$ cat src/rtl/raster_pkg.sv
// Sample iterator shared definitions
`default_nettype none

package raster_pkg;

    // Fixed-point format defaults
    localparam int SIGFIG_DEF = 24;  // Total signed bits per coordinate or channel
    localparam int RADIX_DEF  = 10;  // Fraction bits

    // Triangle shape
    localparam int VERTS  = 3;       // Vertices per triangle
    localparam int AXES   = 3;       // Axes per vertex in x y z order
    localparam int COLORS = 3;       // Colour channels

    // Top bits dropped from each edge vector ahead of the cull multiply
    localparam int CULL_DROP = 9;

    // Iterator FSM states
    typedef enum logic [1:0] {
        WAIT = 2'd0,                 // Idle and accepting
        CULL = 2'd1,                 // Facing verdict pending
        WALK = 2'd2                  // One quad per clock
    } iter_state_t;

    // One-hot MSAA code
    // Shifted left by RADIX-3 it gives one sample step in fixed point
    typedef enum logic [3:0] {
        MSAA_1X  = 4'b1000,          // Step of one pixel
        MSAA_4X  = 4'b0100,          // Half pixel
        MSAA_16X = 4'b0010,          // Quarter pixel
        MSAA_64X = 4'b0001           // Eighth of a pixel
    } msaa_t;

endpackage

`default_nettype wire

$ cat src/rtl/iter_control.sv
// Sample iterator control FSM
`timescale 1ns/1ps
`default_nettype none

module iter_control #(
    parameter int SIGFIG = raster_pkg::SIGFIG_DEF,
    parameter int RADIX  = raster_pkg::RADIX_DEF
) (
    input  wire logic                     clk,
    input  wire logic                     rst,
    input  wire logic                     tri_valid,
    input  wire logic                     front,     // Cull verdict
    input  wire logic                     at_end,    // Last quad showing
    input  wire logic signed [SIGFIG-1:0] tri_x_in [raster_pkg::VERTS],
    input  wire logic signed [SIGFIG-1:0] tri_y_in [raster_pkg::VERTS],
    input  wire logic signed [SIGFIG-1:0] tri_z_in [raster_pkg::VERTS],
    input  wire logic        [SIGFIG-1:0] color_in [raster_pkg::COLORS],
    output logic                          hold,
    output logic                          samp_valid,
    output logic                          load,
    output logic                          advance,
    output logic signed [SIGFIG-1:0]      tri_x [raster_pkg::VERTS],
    output logic signed [SIGFIG-1:0]      tri_y [raster_pkg::VERTS],
    output logic signed [SIGFIG-1:0]      tri_z [raster_pkg::VERTS],
    output logic        [SIGFIG-1:0]      color [raster_pkg::COLORS]
);

    // 64x needs a step of an eighth of a pixel
    if (RADIX < 3) begin : g_fmt_check
        $error("iter_control: RADIX below 3 cannot express the 64x step");
    end

    raster_pkg::iter_state_t state;
    raster_pkg::iter_state_t state_nxt;

    // Latched triangle indexed by vertex then axis
    logic signed [SIGFIG-1:0] tri_q [raster_pkg::VERTS][raster_pkg::AXES];

    always_ff @(posedge clk or posedge rst) begin
        if (rst) begin
            state <= raster_pkg::WAIT;
        end else begin
            state <= state_nxt;
        end
    end

    always_comb begin
        state_nxt = state;
        case (state)
            raster_pkg::WAIT: if (tri_valid) state_nxt = raster_pkg::CULL;
            raster_pkg::CULL: state_nxt = front ? raster_pkg::WALK : raster_pkg::WAIT;
            raster_pkg::WALK: if (at_end) state_nxt = raster_pkg::WAIT;
            default:          state_nxt = raster_pkg::WAIT;
        endcase
    end

    // Moore outputs
    assign hold       = (state != raster_pkg::WAIT);  // Low only while idle
    assign samp_valid = (state == raster_pkg::WALK);  // Nothing valid before the verdict
    assign load       = (state == raster_pkg::WAIT) && tri_valid;  // Acceptance
    assign advance    = (state == raster_pkg::WALK) && !at_end;

    // Triangle and colour pass through registered, held for the whole walk
    always_ff @(posedge clk) begin
        if (load) begin
            for (int v = 0; v < raster_pkg::VERTS; v++) begin
                tri_q[v][0] <= tri_x_in[v];
                tri_q[v][1] <= tri_y_in[v];
                tri_q[v][2] <= tri_z_in[v];
            end
            for (int c = 0; c < raster_pkg::COLORS; c++) begin
                color[c] <= color_in[c];
            end
        end
    end

    always_comb begin
        for (int v = 0; v < raster_pkg::VERTS; v++) begin
            tri_x[v] = tri_q[v][0];
            tri_y[v] = tri_q[v][1];
            tri_z[v] = tri_q[v][2];
        end
    end

endmodule

`default_nettype wire

$ cat src/rtl/quad_walker.sv
// Quad walker over the bounding box
`timescale 1ns/1ps
`default_nettype none

module quad_walker #(
    parameter int SIGFIG = raster_pkg::SIGFIG_DEF,
    parameter int RADIX  = raster_pkg::RADIX_DEF
) (
    input  wire logic                     clk,
    input  wire logic                     rst,
    input  wire logic                     load,        // Capture box and start at origin
    input  wire logic                     advance,     // Step to the next quad
    input  wire raster_pkg::msaa_t        subsample,
    input  wire logic signed [SIGFIG-1:0] box_lo_x,
    input  wire logic signed [SIGFIG-1:0] box_lo_y,
    input  wire logic signed [SIGFIG-1:0] box_hi_x,
    input  wire logic signed [SIGFIG-1:0] box_hi_y,
    output logic signed [SIGFIG-1:0]      samp_x [4],
    output logic signed [SIGFIG-1:0]      samp_y [4],
    output logic                          at_end       // Quad covers the top-right corner
);

    // Sample step in fixed point
    logic signed [SIGFIG-1:0] step;
    logic signed [SIGFIG-1:0] step2;  // Quad pitch

    // Captured box edges
    // Bottom edge only matters at load time
    logic signed [SIGFIG-1:0] lo_x_q;   // Row restart column
    logic signed [SIGFIG-1:0] hi_x_q;
    logic signed [SIGFIG-1:0] hi_y_q;

    // Quad origin is the bottom-left sample
    logic signed [SIGFIG-1:0] qx;
    logic signed [SIGFIG-1:0] qy;
    logic signed [SIGFIG-1:0] rx;  // Right column
    logic signed [SIGFIG-1:0] ty;  // Top row

    logic right_col;  // Either column on the right edge
    logic top_row;    // Either row on the top edge

    // One-hot code lands on the bit for 1, 1/2, 1/4 or 1/8 pixel
    assign step  = SIGFIG'(subsample) << (RADIX - 3);
    assign step2 = step << 1;

    assign rx = qx + step;
    assign ty = qy + step;

    // Sample order is bottom-left, top-left, bottom-right, top-right
    always_comb begin
        samp_x[0] = qx;
        samp_y[0] = qy;
        samp_x[1] = qx;
        samp_y[1] = ty;
        samp_x[2] = rx;
        samp_y[2] = qy;
        samp_x[3] = rx;
        samp_y[3] = ty;
    end

    // A hit in either column wraps the whole quad
    assign right_col = (qx == hi_x_q) || (rx == hi_x_q);
    assign top_row   = (qy == hi_y_q) || (ty == hi_y_q);
    assign at_end    = right_col && top_row;

    // Box registers
    always_ff @(posedge clk) begin
        if (load) begin
            lo_x_q <= box_lo_x;
            hi_x_q <= box_hi_x;
            hi_y_q <= box_hi_y;
        end
    end

    // Walk left to right, then up one quad row
    always_ff @(posedge clk or posedge rst) begin
        if (rst) begin
            qx <= '0;
            qy <= '0;
        end else if (load) begin
            qx <= box_lo_x;  // Start at the box origin
            qy <= box_lo_y;
        end else if (advance) begin
            if (right_col) begin
                qx <= lo_x_q;        // Back to the left edge
                qy <= qy + step2;    // Next row of quads
            end else begin
                qx <= qx + step2;
            end
        end
    end

endmodule

`default_nettype wire

$ cat src/rtl/sample_iterator.sv
// Bounding-box sample iterator
`timescale 1ns/1ps
`default_nettype none

module sample_iterator #(
    parameter int SIGFIG = raster_pkg::SIGFIG_DEF,
    parameter int RADIX  = raster_pkg::RADIX_DEF
) (
    input  wire logic                     clk,
    input  wire logic                     rst,
    // Upstream triangle
    input  wire logic signed [SIGFIG-1:0] tri_x_in [raster_pkg::VERTS],
    input  wire logic signed [SIGFIG-1:0] tri_y_in [raster_pkg::VERTS],
    input  wire logic signed [SIGFIG-1:0] tri_z_in [raster_pkg::VERTS],
    input  wire logic        [SIGFIG-1:0] color_in [raster_pkg::COLORS],
    input  wire logic signed [SIGFIG-1:0] box_lo_x,  // Box on the sample grid
    input  wire logic signed [SIGFIG-1:0] box_lo_y,
    input  wire logic signed [SIGFIG-1:0] box_hi_x,
    input  wire logic signed [SIGFIG-1:0] box_hi_y,
    input  wire logic                     tri_valid,
    input  wire raster_pkg::msaa_t        subsample,  // Stable during a triangle
    // Downstream quad
    output logic signed [SIGFIG-1:0]      tri_x [raster_pkg::VERTS],
    output logic signed [SIGFIG-1:0]      tri_y [raster_pkg::VERTS],
    output logic signed [SIGFIG-1:0]      tri_z [raster_pkg::VERTS],
    output logic        [SIGFIG-1:0]      color [raster_pkg::COLORS],
    output logic signed [SIGFIG-1:0]      samp_x [4],
    output logic signed [SIGFIG-1:0]      samp_y [4],
    output logic                          samp_valid,
    output logic                          hold        // Upstream stall
);

    logic front;    // Triangle faces the viewer
    logic at_end;   // Walker on its last quad
    logic load;     // Accept and start the walk
    logic advance;  // Next quad

    // Cull and walker run side by side from the same acceptance edge
    triangle_cull #(
        .SIGFIG (SIGFIG),
        .RADIX  (RADIX)
    ) u_triangle_cull (
        .clk    (clk),
        .rst    (rst),
        .tri_x  (tri_x_in),
        .tri_y  (tri_y_in),
        .front  (front)
    );

    quad_walker #(
        .SIGFIG (SIGFIG),
        .RADIX  (RADIX)
    ) u_quad_walker (
        .clk       (clk),
        .rst       (rst),
        .load      (load),
        .advance   (advance),
        .subsample (subsample),
        .box_lo_x  (box_lo_x),
        .box_lo_y  (box_lo_y),
        .box_hi_x  (box_hi_x),
        .box_hi_y  (box_hi_y),
        .samp_x    (samp_x),
        .samp_y    (samp_y),
        .at_end    (at_end)
    );

    iter_control #(
        .SIGFIG (SIGFIG),
        .RADIX  (RADIX)
    ) u_iter_control (
        .clk        (clk),
        .rst        (rst),
        .tri_valid  (tri_valid),
        .front      (front),
        .at_end     (at_end),
        .tri_x_in   (tri_x_in),
        .tri_y_in   (tri_y_in),
        .tri_z_in   (tri_z_in),
        .color_in   (color_in),
        .hold       (hold),
        .samp_valid (samp_valid),
        .load       (load),
        .advance    (advance),
        .tri_x      (tri_x),
        .tri_y      (tri_y),
        .tri_z      (tri_z),
        .color      (color)
    );

endmodule

`default_nettype wire

$ cat src/rtl/triangle_cull.sv
// Back-face cull
`timescale 1ns/1ps
`default_nettype none

module triangle_cull #(
    parameter int SIGFIG = raster_pkg::SIGFIG_DEF,
    parameter int RADIX  = raster_pkg::RADIX_DEF
) (
    input  wire logic                     clk,
    input  wire logic                     rst,
    input  wire logic signed [SIGFIG-1:0] tri_x [raster_pkg::VERTS],
    input  wire logic signed [SIGFIG-1:0] tri_y [raster_pkg::VERTS],
    output logic                          front
);

    localparam int SHORT = SIGFIG - raster_pkg::CULL_DROP;  // Cull operand width

    // Truncated edges must still hold integer bits above the binary point
    if (SHORT <= RADIX) begin : g_fmt_check
        $error("triangle_cull: SIGFIG must exceed CULL_DROP plus RADIX");
    end

    // Full width edge vectors
    logic signed [SIGFIG-1:0]  e0_x;  // v1 - v0
    logic signed [SIGFIG-1:0]  e0_y;
    logic signed [SIGFIG-1:0]  e1_x;  // v2 - v1
    logic signed [SIGFIG-1:0]  e1_y;

    // Registered low bits of each edge
    logic signed [SHORT-1:0]   e0_x_q;
    logic signed [SHORT-1:0]   e0_y_q;
    logic signed [SHORT-1:0]   e1_x_q;
    logic signed [SHORT-1:0]   e1_y_q;

    // Cross-product terms
    logic signed [2*SHORT-1:0] cross_a;  // e0.x * e1.y
    logic signed [2*SHORT-1:0] cross_b;  // e0.y * e1.x

    always_comb begin
        e0_x = tri_x[1] - tri_x[0];
        e0_y = tri_y[1] - tri_y[0];
        e1_x = tri_x[2] - tri_x[1];
        e1_y = tri_y[2] - tri_y[1];
    end

    // Edges are captured every clock, so the verdict trails the vertices by one cycle
    always_ff @(posedge clk or posedge rst) begin
        if (rst) begin
            e0_x_q <= '0;
            e0_y_q <= '0;
            e1_x_q <= '0;
            e1_y_q <= '0;
        end else begin
            e0_x_q <= e0_x[SHORT-1:0];  // High bits dropped
            e0_y_q <= e0_y[SHORT-1:0];
            e1_x_q <= e1_x[SHORT-1:0];
            e1_y_q <= e1_y[SHORT-1:0];
        end
    end

    assign cross_a = e0_x_q * e1_y_q;
    assign cross_b = e0_y_q * e1_x_q;

    // Non-positive signed area means the triangle faces the viewer
    assign front = (cross_a <= cross_b);

endmodule

`default_nettype wire

$ cat config.mk
export PLATFORM = sky130hd
export DESIGN_NAME = sample_iterator
export DESIGN_NICKNAME = d
export VERILOG_FILES = /design/src/rtl/raster_pkg.sv /design/src/rtl/iter_control.sv /design/src/rtl/quad_walker.sv /design/src/rtl/sample_iterator.sv /design/src/rtl/triangle_cull.sv
export SDC_FILE = /design/constraint.sdc
export NUM_CORES = 2
export LEC_CHECK = 0
export ABC_AREA = 1
export BUFFER_PORTS_ARGS = -buffer_cell sky130_fd_sc_hd__buf_2
export CAP_MARGIN = 10
export CORE_ASPECT_RATIO = 0.8
export CORE_MARGIN = 2
export CORE_UTILIZATION = 35
export CTS_CLUSTER_SIZE = 25
export DETAILED_ROUTE_END_ITERATION = 8
export PLACE_DENSITY = 0.53
export SYNTH_ARGS = -nofsm -noshare
export SYNTH_HDL_FRONTEND = slang
export SYNTH_SLANG_ARGS = --single-unit
$ cat constraint.sdc
create_clock -name clk -period 24.9 [get_ports clk]
set_clock_uncertainty 0.2 [all_clocks]
set_input_delay 7.47 -clock clk [delete_from_list [all_inputs] [get_ports clk]]
set_output_delay 7.47 -clock clk [all_outputs]
set_load 0.03 [all_outputs]
==> results.ini <==
[final_layout]
drive_gt1_frac = 0.2072
multi_input_area_sq_um = 21100
post-route-util = 0.4125
seqCellArea_sq_um = 13560
nFillCells = 11270
nets = 5928
areaGrowthSynthToFinish_pct = 17.32

[cts]
cts_made_buffers = 53
cts_num_sinks = 470
cts-resized-gates = 0
cts_tree = yes
cts_hold_buf = 0
clock_latency_ns = 0.68
post_cts.repair.setup_buffers = 0
htreeDepth = 2
cts.reportedPaths.clkPinSlew_ns = 0.06
clockBufferDepth = 3
cts_root_buf = clkbuf_16

[sta]
finalCritPeriodShare = 0.6884
slew_headroom = 0.2974
max_clock_freq_mhz = 58.34
rsz0062_at_grt = no
hold_violations = 0
post-route-min-period_ns = 17.14
finalSetupViolCount = 0
worst_pin_slew_ns = 1.054
report.final.slew_viol_count = 0
setup-tns-final_ns = 0

[setup_path]
critPathBufInv = 2
crit_top_cell = nand2_1
arrival_ns = 9.47
critPathTopFamily = simple AND/OR/NAND/NOR gates
cp-end-kind = primary output
crit_required_ns = 17.23
path_cells = buf_2 > ha_1 > fa_1 > nand2_1 > nand2_1 > nand2_1 > nand2_2 > nand2_1 > nor2_2 > nand2_1 > xnor2_1 > buf_2
cp_slowest_cell = fa_1
max_stage_delay_ns = 0.29
path_max_fanout = 5
crit_type = input pin to primary output
critPathLaunchType = input pin

[global_routing]
grt_pass1_wl_microns = 180400
antenna_found_initial = 28
grt_use_total = 0.2045
grt_pass1_vias = 29840
grt_max_degree = 102
grt_overflow = 0

[yosys]
ys_warn_count = 0
syn_inst = 4092
postSynthNetCount = 5201
synth_ff_type = edfxtp_1
yosysTopAreaCellShare = 0.2744
ys_top_cells_by_count = 917 x inv_1, 897 x nand2_1, 452 x fa_1, 360 x edfxtp_1, 266 x ha_1
yosys-top-cells-area = edfxtp_1 27%, fa_1 23%, inv_1 8.7%, nand2_1 8.5%, ha_1 8.4%
syn_area_sq_um = 39390
synth_cell_types = 44
async_reset_ff_frac = 0.2340
synth-seq-cells = 470
synth-seq-area-share = 0.3443
synth_most_common_cell = inv_1
synth-edff-count = 360
yosysTopAreaCell = edfxtp_1
avgSynthCellArea_sq_um = 9.626

[die]
ios = 873
die_w_microns = 379.1
rows = 110
core_area_sq_um = 112000
die_y_microns = 304.1
fp.dieArea_sq_um = 115300
initial_core_util = 0.3516

[hold_path]
min_path_type = register to register

[detailed_routing]
antenna_left = 0
drtPass1Iterations = 5
drt-wirelength-per-cell_microns = 18.34
drt_iter0_markers = 1840
via_per_inst = 4.613
totalWireLength_microns = 117100
drcViolationCount = 0
vias = 29450

[placement]
gp_congestion = 0.8946
dp_hpwl_microns = 96030
io_buffers = 872

[run]
drv_cap = 0

[run_status]
status = finished, final reports clean

==> cell type report <==
| class | count | share of cell area |
|---|---|---|
| Multi-Input combinational cell | 2490 | 0.4567 |
| Clock buffer | 68 | 0.03013 |
| Timing Repair Buffer | 885 | 0.09655 |
| Antenna cell | 9 | 0.0004873 |
| Tap cell | 1512 | 0.04094 |
| Inverter | 919 | 0.07492 |
| Sequential cell | 470 | 0.2935 |
| Clock inverter | 32 | 0.006823 |
==> metrics by stage <==
stage,hold WS (ns),instances,setup slack [ns],area (sq um)
2_1_floorplan,0.2904,4092,7.887,39390
3_3_place_gp,0.3083,6276,7.818,44480
3_5_place_dp,0.3139,6276,7.805,44480
4_1_cts,0.3243,6376,7.786,46190
5_1_grt,0.3573,6381,7.590,46200
6_report,0.3296,6385,7.760,46210
==> path summary, 6_finish.rpt <==
path | startpoint | end | slack (ns) | cells after the start
max | subsample[0] | samp_y[19] | 7.76 | 12
min | u_iter_control.state[0]$_DFFE_PP0P_ | u_iter_control.state[1]$_DFFE_PP0P_ | 0.33 | 2
max reg2reg | u_triangle_cull.e1_x_q[0]$_DFF_PP0_ | u_iter_control.state[1]$_DFFE_PP0P_ | 16.00 | 27
min reg2reg | u_iter_control.state[0]$_DFFE_PP0P_ | u_iter_control.state[1]$_DFFE_PP0P_ | 0.33 | 2
max in group asynchronous | rst | u_quad_walker.qy[6]$_DFFE_PP0P_ | 16.54 | 3
min in group asynchronous | rst | u_triangle_cull.e0_x_q[14]$_DFF_PP0_ | 6.68 | 2
==> metal layers <==
layer	wire (microns)	vias up	track usage
met2	53210	875	0.3197
met3	8259	141	0.04538
li1	-	13950	-
met1	53500	14480	0.2903
met4	2071	10	0.04282
met5	64	-	0
==> cell usage in the layout, fill, tap and decap left out, types with 8 or more instances in the layout <==
cell	netlist	routed
inv_1	917	915
nand2_1	897	896
buf_2	16	872
fa_1	452	452
edfxtp_1	360	360
ha_1	266	266
nand3_1	186	186
a21oi_1	129	129
xor2_1	119	119
nor2_1	110	110
dfrtp_1	110	110
xnor2_1	93	93
o21ai_0	73	73
clkbuf_16	0	53
nand4_1	23	23
or2_2	22	22
nor3_1	21	21
clkbuf_1	76	14
buf_4	117	13
nand3b_1	11	11
o211ai_1	10	10
diode_2	0	9
a21o_1	9	9
a31oi_1	9	9
clkinv_1	1	8
nor4_1	8	8
clkinv_2	0	8
==> worst register-to-register path: cells and delay by family (launching register included) <==
kind	cells	cell delay (ns)
AOI/OAI and AO/OA	4	0.93
and+or+nand+nor	10	2.18
adders and majority gates	8	4.12
buffers and inverters	4	0.50
xor gates and xnor gates	1	0.17
DFF	1	0.75
==> cell families (layout without fill, tap and decap cells) <==
group,Yosys count,in the layout,synth area share
and+or+nand+nor,1297,1297,0.1365
AOI/OAI and AO/OA,263,263,0.03770
DFF,470,470,0.3443
xor gates and xnor gates,212,212,0.04714
buffers and inverters,1132,1904,0.1201
other,0,9,0
adders and majority gates,718,718,0.3142
==> sequential cells by signal (all words and copies together) (netlist names) <==
signal,count
u_triangle_cull.e1_y_q,15
u_triangle_cull.e0_x_q,15
u_quad_walker.hi_x_q,24
u_iter_control.state,2
u_quad_walker.hi_y_q,24
u_iter_control.color,72
u_triangle_cull.e1_x_q,15
u_quad_walker.lo_x_q,24
u_quad_walker.qy,24
u_iter_control.tri_q,216
u_quad_walker.qx,24
u_triangle_cull.e0_y_q,15
Power is not shown: default switching activity piles up to over one toggle a cycle in this logic, so the estimate is an artifact.
